<file path="src/decode_pkg.sv">
package decode_pkg;

    localparam int XLEN           = 32;
    localparam int REG_ADDR_W     = 5;
    localparam int NUM_REGS       = 32;
    localparam int NUM_READ_PORTS = 2;
    localparam int ALU_OP_W       = 12;

    // bit positions in the one-hot alu_op
    localparam int ALU_ADD  = 0;
    localparam int ALU_SUB  = 1;
    localparam int ALU_SLT  = 2;
    localparam int ALU_SLTU = 3;
    localparam int ALU_AND  = 4;
    localparam int ALU_NOR  = 5;
    localparam int ALU_OR   = 6;
    localparam int ALU_XOR  = 7;
    localparam int ALU_SLL  = 8;
    localparam int ALU_SRL  = 9;
    localparam int ALU_SRA  = 10;
    localparam int ALU_LUI  = 11;

    typedef struct packed {
        logic [16:0]           opcode;
        logic [REG_ADDR_W-1:0] rk;
        logic [REG_ADDR_W-1:0] rj;
        logic [REG_ADDR_W-1:0] rd;
    } r3_fmt_t;

    typedef struct packed {
        logic [9:0]            opcode;
        logic [11:0]           i12;
        logic [REG_ADDR_W-1:0] rj;
        logic [REG_ADDR_W-1:0] rd;
    } ri12_fmt_t;

    typedef struct packed {
        logic [5:0]            opcode;
        logic [15:0]           i16;
        logic [REG_ADDR_W-1:0] rj;
        logic [REG_ADDR_W-1:0] rd;
    } ri16_fmt_t;

    typedef struct packed {
        logic [6:0]            opcode;
        logic [19:0]           i20;
        logic [REG_ADDR_W-1:0] rd;
    } ri20_fmt_t;

    // the 26-bit offset is split, high part sits in the low bits
    typedef struct packed {
        logic [5:0]  opcode;
        logic [15:0] offs_lo;
        logic [9:0]  offs_hi;
    } i26_fmt_t;

    typedef union packed {
        r3_fmt_t   r3;
        ri12_fmt_t ri12;
        ri16_fmt_t ri16;
        ri20_fmt_t ri20;
        i26_fmt_t  i26;
    } inst_u;

    typedef struct packed {
        inst_u           inst;
        logic [XLEN-1:0] pc;
    } fs_to_ds_t;

    typedef struct packed {
        logic                  we;
        logic [REG_ADDR_W-1:0] waddr;
        logic [XLEN-1:0]       wdata;
    } ws_to_rf_t;

    typedef struct packed {
        logic                  valid;
        logic                  gr_we;
        logic [REG_ADDR_W-1:0] dest;
        logic [XLEN-1:0]       data;
    } fwd_src_t;

    typedef struct packed {
        fwd_src_t fwd;
        logic     is_ld;
    } es_to_ds_t;

    typedef struct packed {
        logic [ALU_OP_W-1:0]   alu_op;
        logic                  src1_is_pc;
        logic                  src2_is_imm;
        logic                  res_from_mem;
        logic                  gr_we;
        logic                  mem_we;
        logic [REG_ADDR_W-1:0] dest;
        logic [XLEN-1:0]       imm;
    } decode_ctrl_t;

    typedef struct packed {
        logic            beq;
        logic            bne;
        logic            blt;
        logic            bge;
        logic            bltu;
        logic            bgeu;
        logic            uncond;
        logic            is_jirl;
        logic [XLEN-1:0] offs;
    } br_ctrl_t;

    typedef struct packed {
        decode_ctrl_t    ctrl;
        logic [XLEN-1:0] rj_value;
        logic [XLEN-1:0] rkd_value;
        logic [XLEN-1:0] pc;
    } ds_to_es_t;

    typedef struct packed {
        logic            taken;
        logic [XLEN-1:0] target;
    } br_bus_t;

endpackage
</file>
<file path="src/id_stage.sv">
`timescale 1ns/1ps

module id_stage (
    input  logic                  clk,
    input  logic                  reset,
    input  logic                  fs_to_ds_valid,
    input  decode_pkg::fs_to_ds_t fs_to_ds,
    output logic                  ds_allowin,
    output logic                  ds_to_es_valid,
    output decode_pkg::ds_to_es_t ds_to_es,
    input  logic                  es_allowin,
    output decode_pkg::br_bus_t   br_bus,
    input  decode_pkg::es_to_ds_t es_to_ds,
    input  decode_pkg::fwd_src_t  ms_to_ds,
    input  decode_pkg::fwd_src_t  ws_to_ds,
    input  decode_pkg::ws_to_rf_t ws_to_rf
);
    import decode_pkg::*;

    fs_to_ds_t                                 ds_inst;
    decode_ctrl_t                              ctrl;
    br_ctrl_t                                  br;
    logic                                      ds_go;
    logic [NUM_READ_PORTS-1:0]                 hit_es;
    logic [NUM_READ_PORTS-1:0][REG_ADDR_W-1:0] raddr;
    logic [NUM_READ_PORTS-1:0][XLEN-1:0]       rf_rdata;
    logic [NUM_READ_PORTS-1:0][XLEN-1:0]       opnd;

    decode_stage_ctrl u_ctrl (
        .clk            (clk),
        .reset          (reset),
        .fs_to_ds_valid (fs_to_ds_valid),
        .fs_to_ds       (fs_to_ds),
        .es_allowin     (es_allowin),
        .es_is_ld       (es_to_ds.is_ld),
        .hit_es         (hit_es),
        .ds_allowin     (ds_allowin),
        .ds_go          (ds_go),
        .ds_valid       (),
        .ds_inst        (ds_inst)
    );

    inst_decoder u_dec (
        .ds_inst (ds_inst),
        .ctrl    (ctrl),
        .br      (br),
        .raddr   (raddr)
    );

    regfile u_rf (
        .clk   (clk),
        .raddr (raddr),
        .wr    (ws_to_rf),
        .rdata (rf_rdata)
    );

    // one bypass per read port
    for (genvar i = 0; i < NUM_READ_PORTS; i++) begin : g_port
        operand_bypass u_bypass (
            .raddr    (raddr[i]),
            .rf_rdata (rf_rdata[i]),
            .es       (es_to_ds),
            .ms       (ms_to_ds),
            .ws       (ws_to_ds),
            .value    (opnd[i]),
            .hit_es   (hit_es[i])
        );
    end

    branch_resolver u_br (
        .br        (br),
        .rj_value  (opnd[0]),
        .rkd_value (opnd[1]),
        .pc        (ds_inst.pc),
        .ds_go     (ds_go),
        .br_bus    (br_bus)
    );

    assign ds_to_es_valid = ds_go;
    assign ds_to_es = '{ctrl: ctrl, rj_value: opnd[0], rkd_value: opnd[1], pc: ds_inst.pc};

endmodule

</file>
<file path="src/regfile.sv">
`timescale 1ns/1ps

module regfile (
    input  logic                         clk,
    input  logic [decode_pkg::NUM_READ_PORTS-1:0][decode_pkg::REG_ADDR_W-1:0] raddr,
    input  decode_pkg::ws_to_rf_t        wr,
    output logic [decode_pkg::NUM_READ_PORTS-1:0][decode_pkg::XLEN-1:0] rdata
);
    import decode_pkg::*;

    logic [XLEN-1:0] rf [NUM_REGS];

    always_ff @(posedge clk) begin
        if (wr.we && (wr.waddr != '0)) begin
            rf[wr.waddr] <= wr.wdata;
        end
    end

    // asynchronous read ports
    always_comb begin
        for (int i = 0; i < NUM_READ_PORTS; i++) begin
            rdata[i] = (raddr[i] == '0) ? '0 : rf[raddr[i]];
        end
    end

endmodule

</file>
<file path="src/decode_stage_ctrl.sv">
`timescale 1ns/1ps

module decode_stage_ctrl (
    input  logic                                  clk,
    input  logic                                  reset,
    input  logic                                  fs_to_ds_valid,
    input  decode_pkg::fs_to_ds_t                 fs_to_ds,
    input  logic                                  es_allowin,
    input  logic                                  es_is_ld,
    input  logic [decode_pkg::NUM_READ_PORTS-1:0] hit_es,
    output logic                                  ds_allowin,
    output logic                                  ds_go,
    output logic                                  ds_valid,
    output decode_pkg::fs_to_ds_t                 ds_inst
);
    logic load_use;
    logic ready_go;

    // load data is not ready until the memory stage
    assign load_use   = es_is_ld && (|hit_es);
    assign ready_go   = !load_use;
    assign ds_go      = ds_valid && ready_go;
    assign ds_allowin = !ds_valid || (ready_go && es_allowin);

    always_ff @(posedge clk) begin
        if (reset) begin
            ds_valid <= 1'b0;
        end else if (ds_allowin) begin
            ds_valid <= fs_to_ds_valid;
        end
    end

    always_ff @(posedge clk) begin
        if (fs_to_ds_valid && ds_allowin) begin
            ds_inst <= fs_to_ds;
        end
    end

    a_valid_known: assert property (@(posedge clk) disable iff (reset)
        !$isunknown(ds_valid));

endmodule

</file>
<file path="src/branch_resolver.sv">
`timescale 1ns/1ps

module branch_resolver (
    input  decode_pkg::br_ctrl_t        br,
    input  logic [decode_pkg::XLEN-1:0] rj_value,
    input  logic [decode_pkg::XLEN-1:0] rkd_value,
    input  logic [decode_pkg::XLEN-1:0] pc,
    input  logic                        ds_go,
    output decode_pkg::br_bus_t         br_bus
);
    logic eq;
    logic lt_s;
    logic lt_u;
    logic cond_met;

    assign eq   = rj_value == rkd_value;
    assign lt_s = $signed(rj_value) < $signed(rkd_value);
    assign lt_u = rj_value < rkd_value;

    assign cond_met = (br.beq  &&  eq)
                   || (br.bne  && !eq)
                   || (br.blt  &&  lt_s)
                   || (br.bge  && !lt_s)
                   || (br.bltu &&  lt_u)
                   || (br.bgeu && !lt_u);

    always_comb begin
        // a stalled branch must not redirect fetch
        br_bus.taken  = ds_go && (br.uncond || cond_met);
        // jirl is register relative, the rest pc relative
        br_bus.target = br.is_jirl ? rj_value + br.offs : pc + br.offs;
    end

endmodule

</file>
<file path="src/operand_bypass.sv">
`timescale 1ns/1ps

module operand_bypass (
    input  logic [decode_pkg::REG_ADDR_W-1:0] raddr,
    input  logic [decode_pkg::XLEN-1:0]       rf_rdata,
    input  decode_pkg::es_to_ds_t             es,
    input  decode_pkg::fwd_src_t              ms,
    input  decode_pkg::fwd_src_t              ws,
    output logic [decode_pkg::XLEN-1:0]       value,
    output logic                              hit_es
);
    logic nonzero;
    logic hit_ms;
    logic hit_ws;

    // r0 is hardwired, never forward it
    assign nonzero = |raddr;

    assign hit_es = nonzero && es.fwd.valid && es.fwd.gr_we
                 && (es.fwd.dest == raddr);
    assign hit_ms = nonzero && ms.valid && ms.gr_we
                 && (ms.dest == raddr);
    assign hit_ws = nonzero && ws.valid && ws.gr_we
                 && (ws.dest == raddr);

    // youngest producer wins
    assign value = hit_es ? es.fwd.data :
                   hit_ms ? ms.data :
                   hit_ws ? ws.data : rf_rdata;

    always_comb begin
        if (!nonzero) begin
            a_r0_no_fwd: assert final (value == '0);
        end
    end

endmodule

</file>
<file path="src/inst_decoder.sv">
`timescale 1ns/1ps

module inst_decoder (
    input  decode_pkg::fs_to_ds_t    ds_inst,
    output decode_pkg::decode_ctrl_t ctrl,
    output decode_pkg::br_ctrl_t     br,
    output logic [decode_pkg::NUM_READ_PORTS-1:0][decode_pkg::REG_ADDR_W-1:0] raddr
);
    import decode_pkg::*;

    inst_u inst;
    logic  inst_add_w, inst_sub_w, inst_slt, inst_sltu;
    logic  inst_and, inst_or, inst_nor, inst_xor;
    logic  inst_slli_w, inst_srli_w, inst_srai_w;
    logic  inst_addi_w, inst_slti, inst_sltui, inst_andi, inst_ori, inst_xori;
    logic  inst_lu12i_w, inst_pcaddu12i, inst_ld_w, inst_st_w;
    logic  inst_beq, inst_bne, inst_blt, inst_bge, inst_bltu, inst_bgeu;
    logic  inst_b, inst_bl, inst_jirl;
    logic  need_ui5, need_si12, need_ui12, need_si20, src2_is_4;
    logic  cond_br;
    logic  inst_known;

    assign inst = ds_inst.inst;

    // 3R and shift-immediate ops
    assign inst_add_w  = inst.r3.opcode == 17'h00020;
    assign inst_sub_w  = inst.r3.opcode == 17'h00022;
    assign inst_slt    = inst.r3.opcode == 17'h00024;
    assign inst_sltu   = inst.r3.opcode == 17'h00025;
    assign inst_nor    = inst.r3.opcode == 17'h00028;
    assign inst_and    = inst.r3.opcode == 17'h00029;
    assign inst_or     = inst.r3.opcode == 17'h0002a;
    assign inst_xor    = inst.r3.opcode == 17'h0002b;
    assign inst_slli_w = inst.r3.opcode == 17'h00081;
    assign inst_srli_w = inst.r3.opcode == 17'h00089;
    assign inst_srai_w = inst.r3.opcode == 17'h00091;

    assign inst_slti   = inst.ri12.opcode == 10'h008;
    assign inst_sltui  = inst.ri12.opcode == 10'h009;
    assign inst_addi_w = inst.ri12.opcode == 10'h00a;
    assign inst_andi   = inst.ri12.opcode == 10'h00d;
    assign inst_ori    = inst.ri12.opcode == 10'h00e;
    assign inst_xori   = inst.ri12.opcode == 10'h00f;
    assign inst_ld_w   = inst.ri12.opcode == 10'h0a2;
    assign inst_st_w   = inst.ri12.opcode == 10'h0a6;

    assign inst_lu12i_w   = inst.ri20.opcode == 7'h0a;
    assign inst_pcaddu12i = inst.ri20.opcode == 7'h0e;

    assign inst_jirl = inst.ri16.opcode == 6'h13;
    assign inst_b    = inst.i26.opcode == 6'h14;
    assign inst_bl   = inst.i26.opcode == 6'h15;
    assign inst_beq  = inst.ri16.opcode == 6'h16;
    assign inst_bne  = inst.ri16.opcode == 6'h17;
    assign inst_blt  = inst.ri16.opcode == 6'h18;
    assign inst_bge  = inst.ri16.opcode == 6'h19;
    assign inst_bltu = inst.ri16.opcode == 6'h1a;
    assign inst_bgeu = inst.ri16.opcode == 6'h1b;

    assign cond_br   = inst_beq | inst_bne | inst_blt | inst_bge | inst_bltu | inst_bgeu;
    assign need_ui5  = inst_slli_w | inst_srli_w | inst_srai_w;
    assign need_si12 = inst_addi_w | inst_ld_w | inst_st_w | inst_slti | inst_sltui;
    assign need_ui12 = inst_andi | inst_ori | inst_xori;
    assign need_si20 = inst_lu12i_w | inst_pcaddu12i;
    assign src2_is_4 = inst_jirl | inst_bl;

    // anything else leaves every control low
    assign inst_known = inst_add_w | inst_sub_w | inst_slt | inst_sltu | inst_nor
                      | inst_and | inst_or | inst_xor | need_ui5 | need_si12 | need_ui12
                      | need_si20 | src2_is_4 | inst_b | cond_br;

    always_comb begin
        ctrl.alu_op           = '0;
        ctrl.alu_op[ALU_ADD]  = inst_add_w | inst_addi_w | inst_ld_w | inst_st_w
                              | inst_jirl | inst_bl | inst_pcaddu12i;
        ctrl.alu_op[ALU_SUB]  = inst_sub_w;
        ctrl.alu_op[ALU_SLT]  = inst_slt | inst_slti;
        ctrl.alu_op[ALU_SLTU] = inst_sltu | inst_sltui;
        ctrl.alu_op[ALU_AND]  = inst_and | inst_andi;
        ctrl.alu_op[ALU_NOR]  = inst_nor;
        ctrl.alu_op[ALU_OR]   = inst_or | inst_ori;
        ctrl.alu_op[ALU_XOR]  = inst_xor | inst_xori;
        ctrl.alu_op[ALU_SLL]  = inst_slli_w;
        ctrl.alu_op[ALU_SRL]  = inst_srli_w;
        ctrl.alu_op[ALU_SRA]  = inst_srai_w;
        ctrl.alu_op[ALU_LUI]  = inst_lu12i_w;
        ctrl.src1_is_pc   = inst_jirl | inst_bl | inst_pcaddu12i;
        ctrl.src2_is_imm  = need_ui5 | need_si12 | need_ui12 | need_si20 | src2_is_4;
        ctrl.res_from_mem = inst_ld_w;
        ctrl.mem_we       = inst_st_w;
        ctrl.gr_we        = inst_known & ~(inst_st_w | inst_b | cond_br);
        ctrl.dest         = inst_bl ? REG_ADDR_W'(1) : inst.r3.rd;
        // link value is pc + 4
        ctrl.imm = src2_is_4 ? XLEN'(4) :
                   need_si20 ? {inst.ri20.i20, 12'b0} :
                   need_si12 ? {{20{inst.ri12.i12[11]}}, inst.ri12.i12} :
                   need_ui12 ? {20'b0, inst.ri12.i12} :
                   need_ui5  ? {27'b0, inst.r3.rk} : '0;
    end

    always_comb begin
        br.beq     = inst_beq;
        br.bne     = inst_bne;
        br.blt     = inst_blt;
        br.bge     = inst_bge;
        br.bltu    = inst_bltu;
        br.bgeu    = inst_bgeu;
        br.uncond  = inst_b | inst_bl | inst_jirl;
        br.is_jirl = inst_jirl;
        br.offs    = (inst_b | inst_bl) ?
                     {{4{inst.i26.offs_hi[9]}}, inst.i26.offs_hi, inst.i26.offs_lo, 2'b0} :
                     {{14{inst.ri16.i16[15]}}, inst.ri16.i16, 2'b0};
    end

    // stores and compares read rd on the second port
    assign raddr[0] = inst.r3.rj;
    assign raddr[1] = (inst_st_w | cond_br) ? inst.r3.rd : inst.r3.rk;

endmodule

</file>
<file path="config.mk">
export PLATFORM = sky130hd
export DESIGN_NAME = id_stage
export DESIGN_NICKNAME = d
export VERILOG_FILES = /design/src/decode_pkg.sv /design/src/id_stage.sv /design/src/regfile.sv /design/src/decode_stage_ctrl.sv /design/src/branch_resolver.sv /design/src/operand_bypass.sv /design/src/inst_decoder.sv
export SDC_FILE = /design/constraint.sdc
export NUM_CORES = 2
export LEC_CHECK = 0
export ABC_CLOCK_PERIOD_IN_PS = 12300
export BUFFER_PORTS_ARGS = -buffer_cell sky130_fd_sc_hd__buf_2
export CAP_MARGIN = 20
export CORE_UTILIZATION = 38
export DETAILED_ROUTE_END_ITERATION = 16
export RECOVER_POWER = 100
export SLEW_MARGIN = 0
export SYNTH_ARGS = -nofsm -noshare
export SYNTH_HDL_FRONTEND = slang
export SYNTH_SLANG_ARGS = --single-unit
</file>
<file path="constraint.sdc">
create_clock -name clk -period 12.3 [get_ports clk]
set_clock_uncertainty 0.05 [all_clocks]
set_input_delay 2.46 -clock clk [delete_from_list [all_inputs] [get_ports clk]]
set_output_delay 2.46 -clock clk [all_outputs]
set_load 0.05 [all_outputs]
</file>
---- Word-level counts from Yosys, hierarchy flattened ----
Memories as Yosys holds them, arrays and structs flattened. A register that Yosys moved wholly into a read port is not among the register bits.
Cells that the tools add are included.
operators by class
  eq/ne operators ......................... 37
  magnitude comparators ................... 2
  add/subtract/negate cells ............... 2
  mux-type cells .......................... 20
  reductions and logical operators ........ 48
  bitwise logic cells ..................... 52
operators with widths
  cell                   count
  $mux W32               14
  $eq A17 B6 Y1 const B  8
  $add A32 B32 Y32       2
  $lt A32 B32 Y1         2
  $eq A10 B4 Y1 const B  6
  $eq A6 B5 Y1 const B   9
  $eq A17 B8 Y1 const B  3
  $or A1 B1 Y1           50
  $eq A32 B32 Y1         1
  $eq A5 B5 Y1           6
  $logic_and A1 B1 Y1    30
  $eq A10 B8 Y1 const B  2
  $mux W5                4
  $eq A7 B4 Y1 const B   2
  $logic_not A5 Y1       2
  $reduce_or A5 Y1       2
  $logic_or A1 B1 Y1     7
  $logic_not A1 Y1       5
  $reduce_bool A5 Y1     1
  $mux W1                2
  $reduce_or A2 Y1       1
  $and A1 B1 Y1          1
  $not A1 Y1             1
storage, ports and cells
  output and inout port bits .............. 185
  register bits ........................... 65
  memories ................................ 1
  memory bits (writable) .................. 1024
  input bits .............................. 224
  word-level logic and storage cells ...... 165
memory list
  memory   depth  width  read ports  clocked after memory_dff  wr ports  line           text
  u_rf.rf  32     32     2           1                         1         regfile.sv:11  logic [XLEN-1:0] rf [NUM_REGS];

---- Longest topological paths before layout ----
  depth after elaboration ................. 25
  gate-level depth with buffers ........... 24
  depth with buffers taken out ............ 19

---- By module ----
A second synthesis with hierarchy kept.
second synthesis, totals
  cell total of the unflattened synthesis .. 3711
  area, all modules ....................... 57022.2 um2
modules (own cells, without submodules)
  module             area each (um2)  seq. area each (um2)  cells an instance  times used
  regfile            47929.7          30749.5               2564               1
  operand_bypass     1458.9           0.0                   253                2
  branch_resolver    2844.0           0.0                   371                1
  decode_stage_ctrl  1996.9           1941.9                75                 1
  inst_decoder       1333.8           0.0                   195                1

---- Worst setup path before layout ----
No wires, ideal clock.
  path type ............................... input -> output
  from .................................... in es_to_ds[37] (netlist bit)
  to ...................................... out br_bus[32] (netlist bit)
  data required time ...................... 9790 ps
  path buffers ............................ 2
  arrival ................................. 7391 ps
  stages .................................. 18
  slack ................................... 2399 ps
  path through ............................ or3_1 -> a2111oi_2 -> or4b_1 -> buf_2 -> nand2_4 -> buf_6 -> o22ai_1 -> or2_1 -> ha_1 -> a21o_1 -> a21o_1 -> a21oi_1 -> nor2_1 -> a2111oi_0 -> nor2_1 -> a311o_1 -> or4b_2 -> a31oi_1
RTL lines
  element      line            text
  from (decl)  id_stage.sv:13  input decode_pkg::es_to_ds_t es_to_ds,
  to (decl)    id_stage.sv:12  output decode_pkg::br_bus_t br_bus,

==> key figures <==
Min path
  – Hold path startpoint: u_ctrl.ds_valid$_SDFFE_PP0N_
  – HP Class: reg -> reg
  – Hold path endpoint: u_ctrl.ds_valid$_SDFFE_PP0N_
  – Hold path depth: 2

Pwr
  – VDD IR-drop max: 0.142 mV
  – Pleak: 22.3 nW
  – PwrDens: 150 nW/µm²

Routing
  – Iter 0 DRT Violations: 5,310
  – DRC viols: 0
  – Via count: 40,100
  – Final WL: 218 mm
  – Drt pass-1 iters: 5
  – Wirelength per Cell: 34.7 µm
  – Remaining antenna violation count: 0
  – Post-DR vias/cell: 6.40

Yosys
  – Warnings from Yosys: 0
  – Main flop type after synthesis: edfxtp_1
  – EDFF count, synth: 1,088
  – Synth Register Bits: 1,094
  – Mean Syn Cell Area: 14.5 µm²
  – Synthesized area: 56,400 µm²
  – Gate Count Post-Synth: 3,896
  – Register area share after synthesis: 58.1%
  – Asr flop ratio synth: 0%
  – Synth cell types: 81

Clocking
  – CTS resizes: 0
  – Post-CTS Hold Buffers: 0
  – CTS tree: done
  – TritonCTS buffer count: 115
  – Post-CTS setup buffers: 0
  – Clk_lat worst skew: 0.75 ns
  – Htree depth: 3
  – Root Buffer: clkbuf_16
  – Clock-pin transition on the worst setup and hold timing paths: 0.06 ns
  – Clock buffer depth: 3
  – TritonCTS Sinks: 1,094

STA
  – Period minus WS final: 12.04 ns
  – Slew @ Worst Pin: 4.11 ns
  – Setup TNS: 0 ns
  – RSZ-0062 raised after global routing: no
  – Tcrit/Tclk final: 97.9%
  – Max-slew violation total from the final report: 1,141
  – Fmax: 83.1 MHz
  – Final setup vio count: 0
  – Final hold violation count: 0
  – Slew HR: -174%

Critical path
  – Kind of critical path: reg -> out
  – Setup crit start kind: register
  – Crit path largest cell delay: 1.86 ns
  – FF-to-FF setup slack: 4.64 ns
  – Largest fanout on the critical path: 13
  – Slowest CP cell: nor4_1
  – Worst reg2reg path depth: 11
  – CP arrival: 9.53 ns
  – R2r startpoint: u_ctrl.ds_inst[54]$_DFFE_PP_
  – Crit. End Element: output port
  – CP Cell Sequence: or4b_1 -> or4_1 -> and3_1 -> or3_1 -> a211oi_1 -> buf_4 -> a311o_1 -> buf_4 -> nor4_1 -> nor4_1 -> or2_1 -> ha_1 -> o21ai_0 -> a21oi_1 -> nor3_1 -> nor3_1 -> or4b_2 -> a31oi_1 -> clkbuf_2
  – WP data required: 9.79 ns

GRT
  – First-pass GRT wire length: 300 mm
  – Largest net degree at the start of global routing: 117
  – Gr usage total: 28.3%
  – Initial antenna violation count: 35
  – GR Overflow Total: 0
  – Number of global-route vias before repair: 39,000

Place
  – RD Place Congestion: 0.971
  – Post-DP HPWL: 142 mm
  – Port bufs: 408

Run
  – Max_cap viols: 39

Run status
  – Outcome: finished, violations left
  – Violated checks: max-capacitance violations, max-slew violations

Die
  – Die Wd: 387 µm
  – Ports: 409
  – Row count: 141
  – Starting Density: 38.2%
  – CORE AREA: 147,000 µm²
  – Die Y-Extent: 387 µm
  – Die ar.: 150,000 µm²

Final layout
  – Nets@finish: 4,524
  – P&R area growth vs syn: 13.9%
  – Layout cells sized above 1: 20.3%
  – Fin util: 43.6%
-- cell usage after synthesis, types with 12 or more instances --
library cell | n | share of area, %
nor3_1 | 20 | 0.18
clkbuf_1 | 220 | 1.5
nor2b_1 | 22 | 0.24
ha_1 | 61 | 1.4
xnor2_1 | 41 | 0.64
xor2_1 | 15 | 0.23
a32o_1 | 60 | 1.1
edfxtp_1 | 1088 | 58
buf_4 | 41 | 0.55
a21oi_1 | 86 | 0.76
buf_2 | 40 | 0.35
o22ai_1 | 67 | 0.74
nor4bb_1 | 25 | 0.44
nand2_1 | 317 | 2.1
a32oi_1 | 65 | 1.0
mux4_2 | 320 | 13
nand2b_1 | 15 | 0.17
and3_1 | 164 | 1.8
nor4_1 | 72 | 0.80
nand3_1 | 19 | 0.17
a21o_1 | 30 | 0.40
nor2_1 | 178 | 1.2
a22o_1 | 30 | 0.47
or2_1 | 31 | 0.34
a211oi_1 | 134 | 1.8
buf_1 | 43 | 0.29
mux2_2 | 31 | 0.62
inv_1 | 20 | 0.13
o21ai_0 | 125 | 1.1
a211o_1 | 32 | 0.50
mux2i_1 | 351 | 6.2
nand4_1 | 12 | 0.13
-- layer usage --
layer	vias up	share of wire [%]	GRT usage, %
li1	16500	-	-
met1	20500	37	36.1
met2	2653	47	45.3
met3	495	10	6.57
met4	14	5.6	14.2
met5	-	0.049	0
-- cell families (layout without fill, tap and decap cells) --
family / after synthesis / in the layout / synth area share [%]
other: 1 / 45 / 0.00665
XOR/XNOR: 56 / 56 / 0.870
adder cells (fa/ha/maj): 62 / 62 / 1.39
multiplexers: 707 / 707 / 19.7
buffers and inverters: 368 / 774 / 2.85
flip-flops: 1094 / 1094 / 58.1
AO/OA/AOI/OAI: 684 / 684 / 8.64
AND/OR/NAND/NOR: 924 / 924 / 8.37
-- registers in the layout (all words and copies together), names as in the netlist, named ones only --
register,flops
u_rf.rf,1024
u_ctrl.ds_inst,64
u_ctrl.ds_valid,1
-- cell type report --
type	count	area [µm²]
multi-input combinational	2465	22500
clock inverter	65	573
clock buffer	147	3020
antenna	13	32.5
inverter	20	75.1
fill	13400	83200
timing repair buffer	542	2830
tap	1930	2410
sequential	1094	32800
-- placed cells by master, fill, tap and decap left out, drive strengths merged, types with 32 or more instances in the layout --
| cell | instances |
|---|---|
| a211o | 32 |
| a211oi | 134 |
| a21oi | 86 |
| a32o | 60 |
| a32oi | 65 |
| and3 | 164 |
| buf | 292 |
| clkbuf | 397 |
| clkinv | 49 |
| conb | 32 |
| edfxtp | 1088 |
| ha | 61 |
| mux2 | 36 |
| mux2i | 351 |
| mux4 | 320 |
| nand2 | 318 |
| nor2 | 179 |
| nor4 | 74 |
| o21ai | 126 |
| o22ai | 67 |
| or2 | 37 |
| xnor2 | 41 |
-- worst max-delay path, delay by kind of cell, from the launching register on --
kind / cells / cell delay, ns
and+or+nand+nor: 10 / 5.01
AOI/OAI and AO/OA: 5 / 1.96
buffers and inverters: 3 / 0.97
DFF: 1 / 0.56
adders and majority gates: 1 / 0.25
-- power by group --
group | leakage [nW] | internal, W | total [W] | switching, W
Clock | 1.73 | 0.00188 | 0.00337 | 0.00149
Combinational | 10.7 | 0.000632 | 0.00199 | 0.00136
Sequential | 9.92 | 0.00418 | 0.00425 | 0.0000739
Total | 22.3 | 0.00669 | 0.00962 | 0.00292
-- worst max path at each step --
stage / slack (ns) / startpoint / cells after the start / end
final: 0.26 / u_ctrl.ds_inst[54]$_DFFE_PP_ / 19 / br_bus[32]
after global routing: 0.30 / u_ctrl.ds_inst[54]$_DFFE_PP_ / 22 / br_bus[32]
after CTS: 0.97 / u_ctrl.ds_inst[54]$_DFFE_PP_ / 21 / br_bus[32]
after detailed placement: 1.47 / ws_to_ds[33] / 23 / br_bus[32]
after global placement: 1.38 / ws_to_ds[33] / 20 / br_bus[32]
after floorplan: 2.40 / es_to_ds[37] / 18 / br_bus[32]
-- metrics by stage --
stage / worst slack, ns / cells / total power (W) / hold WS (ns) / cell area [µm²]
5_1_grt: 0.302 / 6265 / 0.00986 / 0.546 / 64200
3_3_place_gp: 1.38 / 6050 / 0.00630 / 0.472 / 61100
2_1_floorplan: 2.40 / 3927 / 0.00552 / 0.443 / 56500
6_report: 0.262 / 6276 / 0.00962 / 0.499 / 64300
3_5_place_dp: 1.47 / 6050 / 0.00630 / 0.490 / 61100
4_1_cts: 0.966 / 6262 / 0.00964 / 0.495 / 64700
No activity file was read; power rests on OpenSTA's default activity.
